$ cat src/hdl/out_fifo_params.svh
`ifndef OUT_FIFO_PARAMS_SVH
`define OUT_FIFO_PARAMS_SVH

// ring size in half-words, kept small for simulation
`define OUT_FIFO_DEPTH 64

// external SRAM address bus
`define OUT_FIFO_AW 20

// threshold register reset values, scaled to 255
`define OUT_FIFO_AF_DEFAULT 8'd242 // ~95 %
`define OUT_FIFO_AE_DEFAULT 8'd12  // ~5 %

`endif

$ cat src/hdl/out_fifo_pkg.sv
`include "out_fifo_params.svh"

package out_fifo_pkg;

    typedef logic [`OUT_FIFO_AW-1:0] sram_addr_t;
    typedef logic [15:0] half_word_t;  // one SRAM location
    typedef logic [31:0] src_word_t;   // upstream word
    typedef logic [20:0] fill_count_t; // half-words held in the ring
    typedef logic [7:0] byte_t;

    // read path: wait for a request, one SRAM read cycle, hand the word over
    typedef enum logic [1:0] {
        rd_idle,
        rd_fetch,
        rd_hold
    } rd_state_t;

endpackage

$ cat src/hdl/fifo_regs.sv
`timescale 1ns/1ps
`include "out_fifo_params.svh"

module fifo_regs import out_fifo_pkg::*; (
    input  logic        BUS_CLK,
    input  logic        RST,
    input  logic [15:0] bus_add,
    input  byte_t       bus_data_in,
    input  logic        bus_wr,
    input  logic        bus_rd,
    output byte_t       bus_data_out,
    input  fill_count_t fill_count,
    input  byte_t       read_errors,
    output logic        clear,
    output byte_t       af_thresh,
    output byte_t       ae_thresh
);

    logic soft_rst;

    // write to address 0 gives a one cycle pulse on the next cycle
    always_ff @(posedge BUS_CLK) begin
        if (RST)
            soft_rst <= 1'b0;
        else
            soft_rst <= bus_wr && (bus_add == 16'd0);
    end

    assign clear = RST | soft_rst;

    // threshold registers, back to defaults on any clear
    always_ff @(posedge BUS_CLK) begin
        if (clear) begin
            af_thresh <= `OUT_FIFO_AF_DEFAULT;
            ae_thresh <= `OUT_FIFO_AE_DEFAULT;
        end else if (bus_wr) begin
            if (bus_add == 16'd1)
                af_thresh <= bus_data_in;
            if (bus_add == 16'd2)
                ae_thresh <= bus_data_in;
        end
    end

    // readback, valid the cycle after bus_rd
    always_ff @(posedge BUS_CLK) begin
        if (clear) begin
            bus_data_out <= '0;
        end else if (bus_rd) begin
            case (bus_add)
                16'd1:   bus_data_out <= fill_count[7:0];   // count low byte
                16'd2:   bus_data_out <= fill_count[15:8];
                16'd3:   bus_data_out <= byte_t'(fill_count[20:16]);
                16'd4:   bus_data_out <= read_errors;
                default: bus_data_out <= '0;
            endcase
        end
    end

endmodule

$ cat src/hdl/sram_fifo_ctrl.sv
`timescale 1ns/1ps
`include "out_fifo_params.svh"

module sram_fifo_ctrl import out_fifo_pkg::*; #(
    parameter int DEPTH = `OUT_FIFO_DEPTH
) (
    input  logic        BUS_CLK,
    input  logic        clear,
    input  src_word_t   src_data,
    input  logic        src_empty,
    output logic        src_read,
    output sram_addr_t  sram_a,
    output half_word_t  sram_dq_out,
    output logic        sram_dq_oe,
    input  half_word_t  sram_dq_in,
    output logic        sram_we_b,
    output logic        sram_oe_b,
    input  logic        word_req,
    output logic        word_valid,
    output half_word_t  word_data,
    output logic        fifo_not_empty,
    output logic        fifo_full,
    output fill_count_t fill_count
);

    sram_addr_t wr_ptr;
    sram_addr_t rd_ptr;
    sram_addr_t next_wr_ptr;
    sram_addr_t next_rd_ptr;
    rd_state_t  rd_state;
    logic       empty;
    logic       full;
    logic       start_fetch;
    logic       write_en;
    half_word_t wr_half;

    assign next_wr_ptr = (wr_ptr == sram_addr_t'(DEPTH - 1)) ? '0 : wr_ptr + 1'b1;
    assign next_rd_ptr = (rd_ptr == sram_addr_t'(DEPTH - 1)) ? '0 : rd_ptr + 1'b1;

    assign empty = (wr_ptr == rd_ptr);
    assign full  = (next_wr_ptr == rd_ptr); // one slot kept free

    assign start_fetch = (rd_state == rd_idle) && word_req && !empty;

    // read owns the next SRAM cycle; also skip the cycle the source pops
    assign write_en = !src_empty && !full && !start_fetch && !src_read;

    assign wr_half = wr_ptr[0] ? src_data[15:0] : src_data[31:16]; // upper half first

    always_ff @(posedge BUS_CLK) begin
        if (clear) begin
            wr_ptr <= '0;
            rd_ptr <= '0;
        end else begin
            if (write_en)
                wr_ptr <= next_wr_ptr;
            if (start_fetch)
                rd_ptr <= next_rd_ptr;
        end
    end

    // SRAM strobes are registered, the cycle after the decision
    always_ff @(posedge BUS_CLK) begin
        if (clear) begin
            sram_we_b  <= 1'b1;
            sram_dq_oe <= 1'b0;
            src_read   <= 1'b0;
        end else begin
            sram_we_b  <= !write_en;
            sram_dq_oe <= write_en;
            src_read   <= write_en && wr_ptr[0]; // pop with the lower half
        end
    end

    always_ff @(posedge BUS_CLK) begin
        if (start_fetch)
            sram_a <= rd_ptr;
        else if (write_en)
            sram_a <= wr_ptr;
        if (write_en)
            sram_dq_out <= wr_half;
    end

    always_ff @(posedge BUS_CLK) begin
        if (clear) begin
            rd_state <= rd_idle;
        end else begin
            case (rd_state)
                rd_idle:  if (start_fetch) rd_state <= rd_fetch;
                rd_fetch: rd_state <= rd_hold;
                default:  rd_state <= rd_idle; // holder loads during rd_hold
            endcase
        end
    end

    assign sram_oe_b = (rd_state != rd_fetch);

    always_ff @(posedge BUS_CLK) begin
        if (clear)
            word_valid <= 1'b0;
        else
            word_valid <= (rd_state == rd_fetch);
    end

    always_ff @(posedge BUS_CLK) begin
        if (rd_state == rd_fetch)
            word_data <= sram_dq_in; // sampled at the end of the read cycle
    end

    always_ff @(posedge BUS_CLK) begin
        if (clear)
            fill_count <= '0;
        else if (wr_ptr >= rd_ptr)
            fill_count <= fill_count_t'(wr_ptr - rd_ptr);
        else
            fill_count <= fill_count_t'(wr_ptr) + fill_count_t'(DEPTH) - fill_count_t'(rd_ptr);
    end

    assign fifo_not_empty = !empty;
    assign fifo_full      = full;

endmodule

$ cat src/hdl/usb_byte_out.sv
`timescale 1ns/1ps

module usb_byte_out import out_fifo_pkg::*; (
    input  logic       BUS_CLK,
    input  logic       clear,
    input  logic       word_valid,
    input  half_word_t word_data,
    output logic       word_req,
    input  logic       usb_read,
    output logic       usb_ready,
    output byte_t      usb_data,
    output byte_t      read_errors,
    output logic       fifo_read_error
);

    half_word_t hold;
    logic       hold_full;
    logic       byte_idx; // 0 = upper byte
    logic       consume;

    assign consume = usb_read && hold_full;

    always_ff @(posedge BUS_CLK) begin
        if (clear) begin
            hold_full <= 1'b0;
            byte_idx  <= 1'b0;
        end else if (word_valid) begin
            hold_full <= 1'b1;
            byte_idx  <= 1'b0;
        end else if (consume) begin
            if (byte_idx)
                hold_full <= 1'b0;
            byte_idx <= !byte_idx;
        end
    end

    always_ff @(posedge BUS_CLK) begin
        if (word_valid)
            hold <= word_data;
    end

    // ask early so the refill overlaps the last byte
    assign word_req = !hold_full || (consume && byte_idx);

    assign usb_ready = hold_full;
    assign usb_data  = byte_idx ? hold[7:0] : hold[15:8];

    always_ff @(posedge BUS_CLK) begin
        if (clear)
            read_errors <= '0;
        else if (usb_read && !hold_full && read_errors != 8'hff)
            read_errors <= read_errors + 1'b1; // saturates
    end

    assign fifo_read_error = (read_errors != '0);

endmodule

$ cat src/hdl/fill_level_flags.sv
`timescale 1ns/1ps
`include "out_fifo_params.svh"

module fill_level_flags import out_fifo_pkg::*; #(
    parameter int DEPTH = `OUT_FIFO_DEPTH
) (
    input  logic        BUS_CLK,
    input  logic        clear,
    input  fill_count_t fill_count,
    input  byte_t       af_thresh,
    input  byte_t       ae_thresh,
    output logic        fifo_near_full
);

    logic [31:0] af_level;
    logic [31:0] ae_level;
    logic [31:0] count;

    // thresholds are in 1/256 steps of the ring
    assign af_level = ((32'(af_thresh) + 32'd1) * 32'(DEPTH)) >> 8;
    assign ae_level = ((32'(ae_thresh) + 32'd1) * 32'(DEPTH)) >> 8;
    assign count    = 32'(fill_count);

    // set wins, then clear, otherwise hold
    always_ff @(posedge BUS_CLK) begin
        if (clear)
            fifo_near_full <= 1'b0;
        else if (count >= af_level || af_thresh == '0)
            fifo_near_full <= 1'b1;
        else if ((count <= ae_level && ae_thresh != '0) || count == '0)
            fifo_near_full <= 1'b0;
    end

endmodule

$ cat src/hdl/out_fifo_top.sv
`timescale 1ns/1ps
`include "out_fifo_params.svh"

module out_fifo_top import out_fifo_pkg::*; #(
    parameter int DEPTH = `OUT_FIFO_DEPTH
) (
    input  logic        BUS_CLK,
    input  logic        RST,
    input  logic [15:0] bus_add,
    input  byte_t       bus_data_in,
    input  logic        bus_wr,
    input  logic        bus_rd,
    output byte_t       bus_data_out,

    input  src_word_t   src_data,
    input  logic        src_empty,
    output logic        src_read,

    output sram_addr_t  sram_a,
    output half_word_t  sram_dq_out,
    output logic        sram_dq_oe,
    input  half_word_t  sram_dq_in,
    output logic        sram_we_b,
    output logic        sram_oe_b,

    input  logic        usb_read,
    output logic        usb_ready,
    output byte_t       usb_data,

    output logic        fifo_not_empty,
    output logic        fifo_full,
    output logic        fifo_near_full,
    output logic        fifo_read_error
);

    logic        clear; // RST or soft reset
    byte_t       af_thresh;
    byte_t       ae_thresh;
    byte_t       read_errors;
    fill_count_t fill_count;
    logic        word_req;
    logic        word_valid;
    half_word_t  word_data;

    fifo_regs i_regs (
        .BUS_CLK      (BUS_CLK),
        .RST          (RST),
        .bus_add      (bus_add),
        .bus_data_in  (bus_data_in),
        .bus_wr       (bus_wr),
        .bus_rd       (bus_rd),
        .bus_data_out (bus_data_out),
        .fill_count   (fill_count),
        .read_errors  (read_errors),
        .clear        (clear),
        .af_thresh    (af_thresh),
        .ae_thresh    (ae_thresh)
    );

    sram_fifo_ctrl #(.DEPTH(DEPTH)) i_ctrl (
        .BUS_CLK        (BUS_CLK),
        .clear          (clear),
        .src_data       (src_data),
        .src_empty      (src_empty),
        .src_read       (src_read),
        .sram_a         (sram_a),
        .sram_dq_out    (sram_dq_out),
        .sram_dq_oe     (sram_dq_oe),
        .sram_dq_in     (sram_dq_in),
        .sram_we_b      (sram_we_b),
        .sram_oe_b      (sram_oe_b),
        .word_req       (word_req),
        .word_valid     (word_valid),
        .word_data      (word_data),
        .fifo_not_empty (fifo_not_empty),
        .fifo_full      (fifo_full),
        .fill_count     (fill_count)
    );

    usb_byte_out i_usb (
        .BUS_CLK         (BUS_CLK),
        .clear           (clear),
        .word_valid      (word_valid),
        .word_data       (word_data),
        .word_req        (word_req),
        .usb_read        (usb_read),
        .usb_ready       (usb_ready),
        .usb_data        (usb_data),
        .read_errors     (read_errors),
        .fifo_read_error (fifo_read_error)
    );

    fill_level_flags #(.DEPTH(DEPTH)) i_flags (
        .BUS_CLK        (BUS_CLK),
        .clear          (clear),
        .fill_count     (fill_count),
        .af_thresh      (af_thresh),
        .ae_thresh      (ae_thresh),
        .fifo_near_full (fifo_near_full)
    );

endmodule

$ cat config.mk
export PLATFORM = sky130hd
export DESIGN_NAME = out_fifo_top
export DESIGN_NICKNAME = d
export VERILOG_FILES = /design/src/hdl/out_fifo_pkg.sv /design/src/hdl/fifo_regs.sv /design/src/hdl/sram_fifo_ctrl.sv /design/src/hdl/usb_byte_out.sv /design/src/hdl/fill_level_flags.sv /design/src/hdl/out_fifo_top.sv
export VERILOG_INCLUDE_DIRS = /design/src /design/src/hdl
export SDC_FILE = /design/constraint.sdc
export NUM_CORES = 1
export LEC_CHECK = 0
export CAP_MARGIN = 20
export CORE_MARGIN = 2
export CORE_UTILIZATION = 49
export DETAILED_ROUTE_END_ITERATION = 8
export DONT_BUFFER_PORTS = 1
export REMOVE_ABC_BUFFERS = 1
export SLEW_MARGIN = 10
export SYNTH_ARGS = -nofsm -noshare
export SYNTH_HDL_FRONTEND = slang
export SYNTH_SLANG_ARGS = --single-unit
$ cat constraint.sdc
create_clock -name BUS_CLK -period 4.41 [get_ports BUS_CLK]
set_input_delay 0.6615 -clock BUS_CLK [delete_from_list [all_inputs] [get_ports BUS_CLK]]
set_output_delay 0.6615 -clock BUS_CLK [all_outputs]
set_load 0.02 [all_outputs]
---- After elaboration in Yosys (flattened, before gate mapping) ----
Index checks and enable logic that the tools add are counted.
cells by class
  add/subtract/negate cells ............... 8
  $lt $le $gt $ge ......................... 3
  eq/ne operators ......................... 12
  mux-type cells .......................... 15
  bitwise gates (word level) .............. 1
  reductions and logical operators ........ 37
operators with widths
  kind                                                              count
  20-bit 2-to-1 mux                                                 4
  20-bit by 1-bit adder with 20-bit output, second input constant   2
  20-bit == test                                                    2
  20-bit by 6-bit == test with 1-bit output, second input constant  2
  16-bit by 2-bit == test with 1-bit output, second input constant  2
  32-bit logical NOT                                                1
  8-bit case mux with 4 select lines                                1
  21-bit by 24-bit greater-or-equal comparator with 1-bit output    1
  21-bit by 24-bit less-or-equal comparator with 1-bit output       1
  20-bit by 7-bit adder with 21-bit output, second input constant   1
  21-bit 2-to-1 mux                                                 1
  20-bit by 20-bit subtractor with 21-bit output                    1
  21-bit by 20-bit subtractor with 21-bit output                    1
  20-bit greater-or-equal comparator                                1
  8-bit by 1-bit adder with 9-bit output, second input constant     2
  16-bit by 1-bit == test with 1-bit output, second input constant  1
  16-bit by 3-bit == test with 1-bit output, second input constant  1
  16-bit logical NOT                                                1
  16-bit 2-to-1 mux                                                 1
  8-bit nonzero test                                                2
  1-bit logical AND                                                 12
  8-bit by 1-bit adder with 8-bit output, second input constant     1
  1-bit logical NOT                                                 8
  8-bit logical NOT                                                 1
  13 further kinds                                                  25
word-level totals
  register bits after elaboration ......... 171
  bits of input ports ..................... 78
  output and inout port bits .............. 61
  logic and storage cells ................. 96

---- Logic depth before layout (Yosys ltp) ----
Gate-level depths: netlist (run 1).
  depth in word-level cells ............... 10
  depth in mapped cells ................... 16
  depth with buffers taken out ............ 15

---- Cells and area by module ----
A second synthesis (run 1) with hierarchy kept.
second synthesis, totals
  cells, all modules ...................... 1,186
  area total of the unflattened synthesis .. 10,880.4 um^2
modules (own cells, without submodules)
  module            times used  cells each  area an instance (um^2)
  sram_fifo_ctrl    1           859         7,862.5
  fifo_regs         1           166         1,340.0
  usb_byte_out      1           86          1,073.5
  fill_level_flags  1           75          604.3

---- Worst setup path before layout (run 1) ----
OpenSTA, ideal clock, no wires.
  path kind ............................... reg2reg
  start ................................... register i_ctrl.rd_ptr[5]
  end ..................................... register i_ctrl.wr_ptr[2]
  setup time .............................. 0.116 ns
  arrival time ............................ 3.454 ns
  required time ........................... 4.294 ns
  setup slack ............................. 0.839 ns
  stages on the path, launching flop included .. 15
  path buffers ............................ 3
  cell sequence ........................... dfxtp_1 > clkbuf_1 > inv_1 > ha_1 > nand4_1 > nor4_1 > nand4_1 > and2_1 > clkbuf_1 > nor3_1 > nand2_4 > inv_2 > buf_2 > a21oi_1 > a31o_2
between the ends
  cells in the longest elaborated chain, start to end .. 6
  elaborated cells on any way between the ends .. 9
ends and longest elaborated chain
  item                             RTL line              RTL
  start, declared                  sram_fifo_ctrl.sv:27  sram_addr_t rd_ptr;
  start signal, assigned           sram_fifo_ctrl.sv:58  rd_ptr <= next_rd_ptr;
  20-bit == test                   sram_fifo_ctrl.sv:40  assign empty = (wr_ptr == rd_ptr);
  1-bit logical NOT                n/a
  via fifo_not_empty               out_fifo_top.sv:30    output logic fifo_not_empty,
  1-bit logical AND                sram_fifo_ctrl.sv:43  assign start_fetch = (rd_state == rd_idle) && word_req && !empty;
  1-bit logical NOT                sram_fifo_ctrl.sv:46  assign write_en = !src_empty && !full && !start_fetch && !src_read;
  1-bit logical AND (2 in series)  sram_fifo_ctrl.sv:46
  via i_ctrl.write_en              sram_fifo_ctrl.sv:34  logic write_en;
  end signal, assigned             sram_fifo_ctrl.sv:56  wr_ptr <= next_wr_ptr;
  end, declared                    sram_fifo_ctrl.sv:26  sram_addr_t wr_ptr;
The timed path passes the listed nets, and every way through them passes these cells.
A chain may end at the register's enable or synchronous reset.

---- Final worst setup path (run 1) ----
  start ................................... register i_ctrl.wr_ptr[4]
  end ..................................... output fifo_full
between the ends
  cells in the longest elaborated chain, start to end .. 3
  elaborated cells on any way between the ends .. 4
ends and longest elaborated chain
  item                                                                                                   RTL line              RTL
  20-bit by 1-bit adder with 20-bit output or 20-bit by 6-bit == test with 1-bit output (tied branches)  sram_fifo_ctrl.sv:37  assign next_wr_ptr = (wr_ptr == sram_addr_t'(DEPTH - 1)) ? '0 : wr_ptr + 1'b1;
  20-bit 2-to-1 mux *                                                                                    sram_fifo_ctrl.sv:37
  20-bit == test *                                                                                       sram_fifo_ctrl.sv:41  assign full = (next_wr_ptr == rd_ptr);
  end, declared                                                                                          out_fifo_top.sv:31    output logic fifo_full,
Mark *: on every way between the ends. The rest lies on a longest branch, timed or not.

==> summary.txt, run 1 <==
CP max stage cell = dfxtp_1
Worst hold path type = input port to register
P&R area growth vs syn = 8.471%
Outcome = finished, final reports clean
1st-pass router iterations = 5
Filler cells = 1,934
Clock latency on the worst-skew pair = 0.44 ns
Final worst-path cycle share = 95.12%
Layout cells sized above 1 = 8.348%
Sequential area share after synthesis = 39.86%
Post-synth EDFFs = 68
Delay-heaviest family, CP = simple AND/OR/NAND/NOR gates
WP data required = 3.75 ns
Setup ws final = 0.2153 ns
I/O Buffers = 0
Die Wd = 149.0 um
ANT nets after route = 0
Per-cell routed wire length = 18.70 um
Worst EP arrival = 3.53 ns
Crit path top cell by count = or3_1
Total congestion overflow = 0
Via count of the routed design = 7,985
P_leak = 4.174 nW
Top-area cell type share of the netlist area = 20.03%
Die extent in y = 149.0 um
# clock sinks = 171
Row cnt = 53
Post-CTS Setup Inserts = 0
Final hold vios = 0
Top-Level Pins = 139
Initial antenna violation count = 0
# nets final = 1,256
Htree depth = 4
Initial Util = 49.44%
GPL Wtd Cong = 0.9264
Syn avg cell area = 9.225 um2
Reg clk slew, reported paths = 0.08 ns
Worst Path Buf+Inv = 1
Core area = 20,820 um2
Synth top area cells = dfxtp_1 (20%), edfxtp_1 (20%), ha_1 (7.0%), xnor2_1 (5.7%), nand2_1 (4.3%)
HPWL after detailed placement = 19,790 um
Post-cts sizing count = 0
CP startpoint kind = register
Commonest non-fill, non-tap cells in the layout = nand2_1 (118), nor2_1 (109), dfxtp_1 (103)
DR vias/cell = 5.749
Max-slew violations = 0
CP Cell Sequence = inv_1 > or3_1 > o31a_1 > or3_1 > or4_1 > a211oi_1 > and2_1
Critical path class = register to primary output
Global-route wire length before repair = 40,390 um
DR DRC count = 0
Largest stage delay, worst path = 0.61 ns
Number of global-route vias before repair = 7,576
Max-cap violations = 0
Diodes inserted = 0
Syn. warnings = 0
Clock Tree Buf Depth = 2
Setup TNS = 0 ns
Slew headroom = 40.19%
Synthesized instance count = 1,116
Initial drt markers = 623
Endpoints failing setup = 0
Setup WS pre-CTS = 0.6962 ns
Post-Syn Area = 10,290 um2
Distinct cell type count after synthesis = 74
Unrepaired setup endpoints after global routing = no
Synthesized flop and latch total = 171
Tot GR Track Use = 23.47%
Cell area power density = 511.6 nW/um2
Skew final = 0.01841 ns
Largest net degree at the start of global routing = 40
Cts hold-fix bufs = 0
Crit. End Element = primary output
CTS Buf Count = 17
Peak Freq = 238.4 MHz
CTS tree = done
Worst Path Max Fanout = 10
Async set-reset flop share out of synthesis = 0%
Most used DFF post-synth = dfxtp_1
Root buffer cell = clkbuf_16
Shortest period the worst path allows = 4.195 ns
WL final = 25,980 um
Die Area = 22,190 um2
Worst-margin pin slew = 0.8972 ns
Most common cell after layout, fill and taps aside = nand2_1
Maximum vdd drop = 309.5 uV
Post-synth top area cell = dfxtp_1
-- routing by layer --
metal	vias to the layer above	routed length, um	track usage (%)
met2	246	12240	38.20
met3	45	1375	4.006
met4	0	713	9.381
met5	-	0	0
li1	3939	-	-
met1	3755	11660	31.17
-- power by group --
group	switching (W)	internal, W
Sequential	0.000424	0.00209
Clock	0.000740	0.000823
Combinational	0.00103	0.000605
Total	0.00220	0.00351
-- metrics by stage --
step	instance area (um2)	total power (W)	utilization [%]	hold slack, ns	cells
floorplan	10080	0.003624	-	0.4003	1066
global placement	10550	0.004177	50.64	0.4011	1357
detailed placement	10550	0.004191	50.64	0.4045	1357
CTS	11170	0.005754	53.63	0.3042	1389
global route	11170	0.006020	53.63	0.2974	1389
finish	11170	0.005713	53.63	0.3155	1389
-- registers in the layout, indices dropped and copies added (netlist names), 16 cells and up --
| name | cells |
|---|---|
| i_ctrl.fill_count | 21 |
| i_ctrl.rd_ptr | 20 |
| i_ctrl.sram_a | 20 |
| i_ctrl.wr_ptr | 20 |
| i_ctrl.sram_dq_out | 16 |
| i_ctrl.word_data | 16 |
| i_usb.hold | 16 |
-- cell usage after synthesis (9+ instances only) --
master / count
mux2_2: 25
mux2i_1: 9
buf_2: 11
nand2_1: 118
ha_1: 58
nor2_1: 110
xor2_1: 31
and3_1: 13
a31oi_1: 12
a21oi_1: 57
edfxtp_1: 68
inv_1: 65
fa_1: 19
nand4_1: 30
nand2b_1: 10
or3_1: 9
o21ai_0: 43
xnor2_1: 67
nor4_1: 22
a211oi_1: 10
clkbuf_1: 30
nand3_1: 42
nor3_1: 22
dfxtp_1: 103
-- logic make-up after synthesis --
| kind of cell | Yosys count | synth area share, % |
|---|---|---|
| and+or+nand+nor | 418 | 19.91 |
| adders and majority gates | 77 | 10.74 |
| buffers and inverters | 116 | 4.509 |
| xor gates and xnor gates | 99 | 8.556 |
| muxes | 34 | 3.610 |
| AOI/OAI and AO/OA | 201 | 12.81 |
| DFF | 171 | 39.86 |
-- worst paths after layout --
kind	from	end	slack (ns)	cells past startpoint
hold / removal	sram_dq_in[15]	i_ctrl.word_data[15]	0.32	0
setup / recovery	i_ctrl.wr_ptr[4]	fifo_full	0.22	7
setup reg to reg	i_ctrl.wr_ptr[1]	i_ctrl.wr_ptr[0]	0.66	12
hold reg to reg	i_ctrl.word_data[9]	i_usb.hold[9]	0.42	0
-- worst register-to-register path, delay by kind of cell, from the launching register on --
family                   cells  cell delay [ns]
AND/OR/NAND/NOR              8             2.61
flip-flops                   1             0.37
adder cells (fa/ha/maj)      1             0.31
AO/OA/AOI/OAI                2             0.23
buffers and inverters        1             0.17
-- cell type report --
class	count	area (um2)	area share [%]
sequential	171	4104	36.75
multi-input combinational	829	5729	51.31
clock inverter	15	196.4	1.759
clock buffer	17	425.4	3.810
tap	275	344.1	3.081
inverter	66	247.7	2.218
timing repair buffer	16	120.1	1.076
No activity file was read; power rests on OpenSTA's default activity.
==> inputs of run 2 (changes only) <==
--- a/config.mk
+++ b/config.mk
@@ -8,9 +8,10 @@
 export LEC_CHECK = 0
 export CAP_MARGIN = 20
 export CORE_MARGIN = 2
-export CORE_UTILIZATION = 49
+export CORE_UTILIZATION = 55
 export DETAILED_ROUTE_END_ITERATION = 8
 export DONT_BUFFER_PORTS = 1
+export PLACE_DENSITY = 0.7
 export REMOVE_ABC_BUFFERS = 1
 export SLEW_MARGIN = 10
 export SYNTH_ARGS = -nofsm -noshare
==> run 2 against run 1 <==
Count of clock-buffer cells in the layout unchanged. Global-route usage increased by 2.3 points. Sequential power barely moved. Fmax grew 1.1%. Wire length fell by 1.8%. Register-to-register slack lost 0.08 ns. Utilization rose by 6.5 points. Die area decreased by 11%. Largest cell class unchanged. Highest routed layer unchanged.
==> summary.txt, run 2 (synthesized netlist as in run 1, its figures left out) <==
Outcome = finished, final reports clean
Post-cts sizing count = 0 (unchanged)
Reg clk slew, reported paths = 0.07 ns (about the same)
Via count of the routed design = 8,120 (+1.7%)
Setup TNS = 0 ns (unchanged)
Die Area = 19,830 um2 (-11%)
Max-slew violations = 0 (unchanged)
Global-route wire length before repair = 40,320 um (-0.15%)
Layout cells sized above 1 = 8.430% (+0.082 points)
Worst-margin pin slew = 0.9331 ns (+0.03593 ns)
Cts hold-fix bufs = 0 (unchanged)
Max-cap violations = 0 (unchanged)
Most common cell after layout, fill and taps aside = nand2_1
Shortest period the worst path allows = 4.149 ns (-0.04598 ns)
Initial antenna violation count = 0 (unchanged)
CTS tree = done
Final hold vios = 0 (unchanged)
Worst Path Buf+Inv = 0 (-1)
HPWL after detailed placement = 19,130 um (-3.3%)
Endpoints failing setup = 0 (unchanged)
Htree depth = 4 (unchanged)
Tot GR Track Use = 25.79% (+2.3 points)
Core area = 18,520 um2 (-11%)
Post-CTS Setup Inserts = 0 (unchanged)
Die extent in y = 140.8 um (-5.5%)
1st-pass router iterations = 6 (+1)
Clock latency on the worst-skew pair = 0.44 ns (about the same)
Clock network fraction of total power = 27.4% (about the same)
Worst EP arrival = 3.49 ns (-0.04 ns)
CTS Buf Count = 17 (unchanged)
Int Pwr = 0.003502 W (-0.38%)
Worst hold path type = input port to register
Slew headroom = 37.79% (-2.4 points)
Sw Share = 38.42% (-0.053 points)
Skew final = 0.01320 ns (-0.005218 ns)
Final worst-path cycle share = 94.08% (-1.0 points)
Crit. End Element = primary output
WL final = 25,510 um (-1.8%)
CP startpoint kind = register
Total congestion overflow = 0 (unchanged)
NetSw = 0.002185 W (-0.60%)
Number of flip-flops under the largest register name = 21 (unchanged)
I/O Buffers = 0 (unchanged)
Critical path class = register to primary output
CP Cell Sequence = nand4_1 > nor2_1 > xnor2_1 > o31ai_1 > nand3_1 > or4_1 > a211oi_1 > and2_1
Largest Register = i_ctrl.fill_count
Row cnt = 50 (-5.7%)
Initial Util = 55.59% (+6.2 points)
ANT nets after route = 0 (unchanged)
Initial drt markers = 544 (-13%)
DR vias/cell = 6.019 (+4.7%)
Root buffer cell = clkbuf_16
P_leak = 4.181 nW (+0.16%)
# clock sinks = 171 (unchanged)
Share of power burned in registers = 44.2% (+0.2 points)
GPL Wtd Cong = 0.9248 (-0.17%)
Clock Tree Buf Depth = 2 (unchanged)
Commonest non-fill, non-tap cells in the layout = nand2_1 (118), nor2_1 (109), dfxtp_1 (103)
Post-Layout Inst Area = 11,130 um2 (-0.33%)
DR DRC count = 0 (unchanged)
Largest net degree at the start of global routing = 46 (+15%)
Maximum vdd drop = 304.1 uV (-1.7%)
Top-Level Pins = 139 (unchanged)
Worst Path Max Fanout = 11 (+1)
Unrepaired setup endpoints after global routing = no
WP data required = 3.75 ns (about the same)
Largest stage delay, worst path = 0.61 ns (about the same)
Per-cell routed wire length = 18.91 um (+1.1%)
Number of global-route vias before repair = 7,792 (+2.9%)
Logic pwr share = 28.4% (-0.3 points)
CP max stage cell = dfxtp_1
Cell area power density = 510.9 nW/um2 (-0.14%)
# nets final = 1,257 (+0.080%)
P&R area growth vs syn = 8.119%
Cell Area, Placed = 10,500 um2 (-0.42%)
Peak Freq = 241.0 MHz (+1.1%)
Diodes inserted = 0 (unchanged)
Die Wd = 140.8 um (-5.5%)
Delay-heaviest family, CP = simple AND/OR/NAND/NOR gates
## run 2: changes by cell type in the layout (fill, tap and decap cells not counted)
cell      change
clkinv_4      -1
clkinv_8      +2
buf_4         +1
inv_6         +2
inv_8         -3
## run 2: final timing paths
path	start	endpoint	slack [ns]	cells past startpoint
hold reg to reg	i_ctrl.word_data[5]	i_usb.hold[5]	0.42	0
hold / removal	sram_dq_in[5]	i_ctrl.word_data[5]	0.31	0
setup / recovery	i_ctrl.wr_ptr[12]	fifo_full	0.26	8
setup reg to reg	i_ctrl.wr_ptr[1]	i_ctrl.sram_a[15]	0.58	11
## run 2: final cells by class
cell class | instances | area (um2)
Sequential cell | 171 | 4104
Clock inverter | 15 | 203.9
Fill cell | 1576 | 7387
Timing Repair Buffer | 17 | 127.6
Multi-Input combinational cell | 829 | 5729
Tap cell | 234 | 292.8
Clock buffer | 17 | 425.4
Inverter | 66 | 247.7
## run 2: layer usage
layer	wire length, um	vias to the layer above	GRT usage (%)
met2	11960	328	42.34
met5	0	-	0
met4	830	0	10.58
met3	1664	73	5.197
met1	11060	3779	33.52
li1	-	3940	-
## run 2: power by group through the flow
stage          clock network (W)  logic [W]  registers [W]
2_1_floorplan                  0    0.00114        0.00248
3_3_place_gp                   0    0.00158        0.00255
3_5_place_dp                   0    0.00160        0.00255
4_1_cts                  0.00158    0.00161        0.00252
5_1_grt                  0.00164    0.00179        0.00254
6_report                 0.00156    0.00161        0.00251
## run 2: per-stage QoR
| stage | hold WS (ns) | power, W | utilization (%) | setup slack (ns) | cells |
|---|---|---|---|---|---|
| 3_3_place_gp | 0.4010 | 0.004131 | 56.71 | 0.6732 | 1317 |
| 6_report | 0.3142 | 0.005687 | 60.11 | 0.2613 | 1349 |
| 3_5_place_dp | 0.4045 | 0.004152 | 56.71 | 0.5921 | 1317 |
| 2_1_floorplan | 0.4003 | 0.003624 | - | 0.7318 | 1066 |
| 4_1_cts | 0.3015 | 0.005717 | 60.11 | 0.3144 | 1349 |
| 5_1_grt | 0.3028 | 0.005975 | 60.11 | 0.05654 | 1349 |
==> inputs of run 3 (changes only) <==
--- a/config.mk
+++ b/config.mk
@@ -11,6 +11,7 @@
 export CORE_UTILIZATION = 55
 export DETAILED_ROUTE_END_ITERATION = 8
 export DONT_BUFFER_PORTS = 1
+export MAX_ROUTING_LAYER = met4
 export PLACE_DENSITY = 0.7
 export REMOVE_ABC_BUFFERS = 1
 export SLEW_MARGIN = 10
==> run 3 against run 2 <==
Via count shrank 0.71%. Clock power hardly changed. Critical path depth is 1 lower. Wire length down 1.2%. Design area is 0.16% higher. Non-clock buffer count up 1. Largest cell class unchanged.
==> summary.txt, run 3 (synthesized netlist as in run 1, its figures left out) <==
Initial antenna violation count = 0 (unchanged)
P_leak = 4.190 nW (+0.21%)
Skew final = 0.01798 ns (+0.004785 ns)
Worst Path Max Fanout = 13 (+2)
Maximum vdd drop = 312.3 uV (+2.7%)
Reg clk slew, reported paths = 0.08 ns (about the same)
Die Wd = 140.8 um (unchanged)
Setup TNS = 0 ns (unchanged)
Layout cells sized above 1 = 8.513% (+0.082 points)
Die Area = 19,830 um2 (unchanged)
# clock sinks = 171 (unchanged)
Unrepaired setup endpoints after global routing = no
Final hold vios = 0 (unchanged)
CP startpoint kind = register
Critical path class = register to primary output
Max-slew violations = 0 (unchanged)
Total congestion overflow = 0 (unchanged)
Post-Layout Inst Area = 11,150 um2 (+0.16%)
ANT nets after route = 0 (unchanged)
Slew headroom = 36.85% (-0.94 points)
Max-cap violations = 0 (unchanged)
Clock latency on the worst-skew pair = 0.45 ns (about the same)
Post-cts sizing count = 0 (unchanged)
Commonest non-fill, non-tap cells in the layout = nand2_1 (118), nor2_1 (109), dfxtp_1 (103)
Initial drt markers = 638 (+17%)
Endpoints failing setup = 0 (unchanged)
Delay-heaviest family, CP = simple AND/OR/NAND/NOR gates
CTS Buf Count = 17 (unchanged)
Htree depth = 4 (unchanged)
Setup ws final = 0.2656 ns (+0.004332 ns)
Number of flip-flops under the largest register name = 21 (unchanged)
Worst-margin pin slew = 0.9472 ns (+0.01406 ns)
Fin util = 60.20% (+0.095 points)
Outcome = finished, final reports clean
WP data required = 3.75 ns (about the same)
Setup WS pre-CTS = 0.7245 ns (+0.1324 ns)
Shortest period the worst path allows = 4.144 ns (-0.004332 ns)
Most common cell after layout, fill and taps aside = nand2_1
# nets final = 1,258 (+0.080%)
Via count of the routed design = 8,062 (-0.71%)
Worst hold path type = input port to register
Crit path top cell by count = or3_1
CP Cell Sequence = nand4_1 > or3_1 > o31a_1 > or3_1 > or4_1 > a211oi_1 > and2_1
CP max stage cell = dfxtp_1
Clock Tree Buf Depth = 2 (unchanged)
Top-Level Pins = 139 (unchanged)
Per-cell routed wire length = 18.68 um (-1.2%)
CTS tree = done
Number of global-route vias before repair = 7,617 (-2.2%)
Cts hold-fix bufs = 0 (unchanged)
Largest stage delay, worst path = 0.63 ns (+0.02 ns)
WL final = 25,210 um (-1.2%)
GPL Wtd Cong = 0.9360 (+1.2%)
Worst Path Buf+Inv = 0 (unchanged)
Hold slack final = 0.3118 ns (-0.002448 ns)
Core area = 18,520 um2 (unchanged)
Initial Util = 55.59% (unchanged)
DR vias/cell = 5.972 (-0.79%)
P&R area growth vs syn = 8.289%
Post-CTS Setup Inserts = 0 (unchanged)
Global-route wire length before repair = 39,470 um (-2.1%)
Cell Area, Placed = 10,510 um2 (about the same)
1st-pass router iterations = 5 (-1)
Root buffer cell = clkbuf_16
Cell area power density = 514.2 nW/um2 (+0.65%)
I/O Buffers = 0 (unchanged)
Largest net degree at the start of global routing = 46 (unchanged)
Final worst-path cycle share = 93.98% (-0.098 points)
HPWL after detailed placement = 19,100 um (-0.13%)
DR DRC count = 0 (unchanged)
Die extent in y = 140.8 um (unchanged)
Crit. End Element = primary output
Largest Register = i_ctrl.fill_count
Diodes inserted = 0 (unchanged)
Peak Freq = 241.3 MHz (+0.10%)
Worst EP arrival = 3.48 ns (about the same)
Tot GR Track Use = 25.93% (+0.14 points)
Row cnt = 50 (unchanged)
[run 3: worst paths after layout]
path	from	end	slack [ns]	depth (start not counted)
worst max-delay path	i_ctrl.wr_ptr[2]	fifo_full	0.27	7
worst min-delay path	sram_dq_in[13]	i_ctrl.word_data[13]	0.31	0
worst max register to register	i_ctrl.wr_ptr[0]	i_ctrl.wr_ptr[0]	0.64	12
worst min register to register	i_ctrl.word_data[4]	i_usb.hold[4]	0.42	0
[run 3: layout make-up]
cell class | count | area [um2]
Inverter | 66 | 247.7
Timing Repair Buffer | 18 | 135.1
Sequential cell | 171 | 4104
Clock buffer | 17 | 425.4
Clock inverter | 15 | 214.0
Multi-Input combinational cell | 829 | 5729
Tap cell | 234 | 292.8
Fill cell | 1534 | 7370
[run 3: stage by stage]
step                      total power, W  std cells
after floorplan                 0.003624       1066
after global placement          0.004159       1318
after detailed placement        0.004185       1318
after CTS                       0.005756       1350
after global routing            0.006014       1350
final                           0.005733       1350
[run 3: worst reg2reg max path: cells and delay by family, from the launching register on]
family,cells,cell delay [ns]
flops,1,0.36
compound gates,2,0.23
fa+ha+maj,1,0.32
buf+inv,1,0.20
simple gates,8,2.60
[run 3: metal layers]
layer  track usage, %  vias to the layer above  wire length [um]
met5                -                        -                 0
met4            8.421                        0               507
met3            3.974                       41              1421
met2            42.64                      298             12040
met1            33.09                     3777             11250
li1                 -                     3946                 -
[run 3: power by group]
group          switching [W]  internal (W)
sequential          0.000427       0.00209
clock               0.000747      0.000831
combinational        0.00103      0.000615
total                0.00220       0.00353
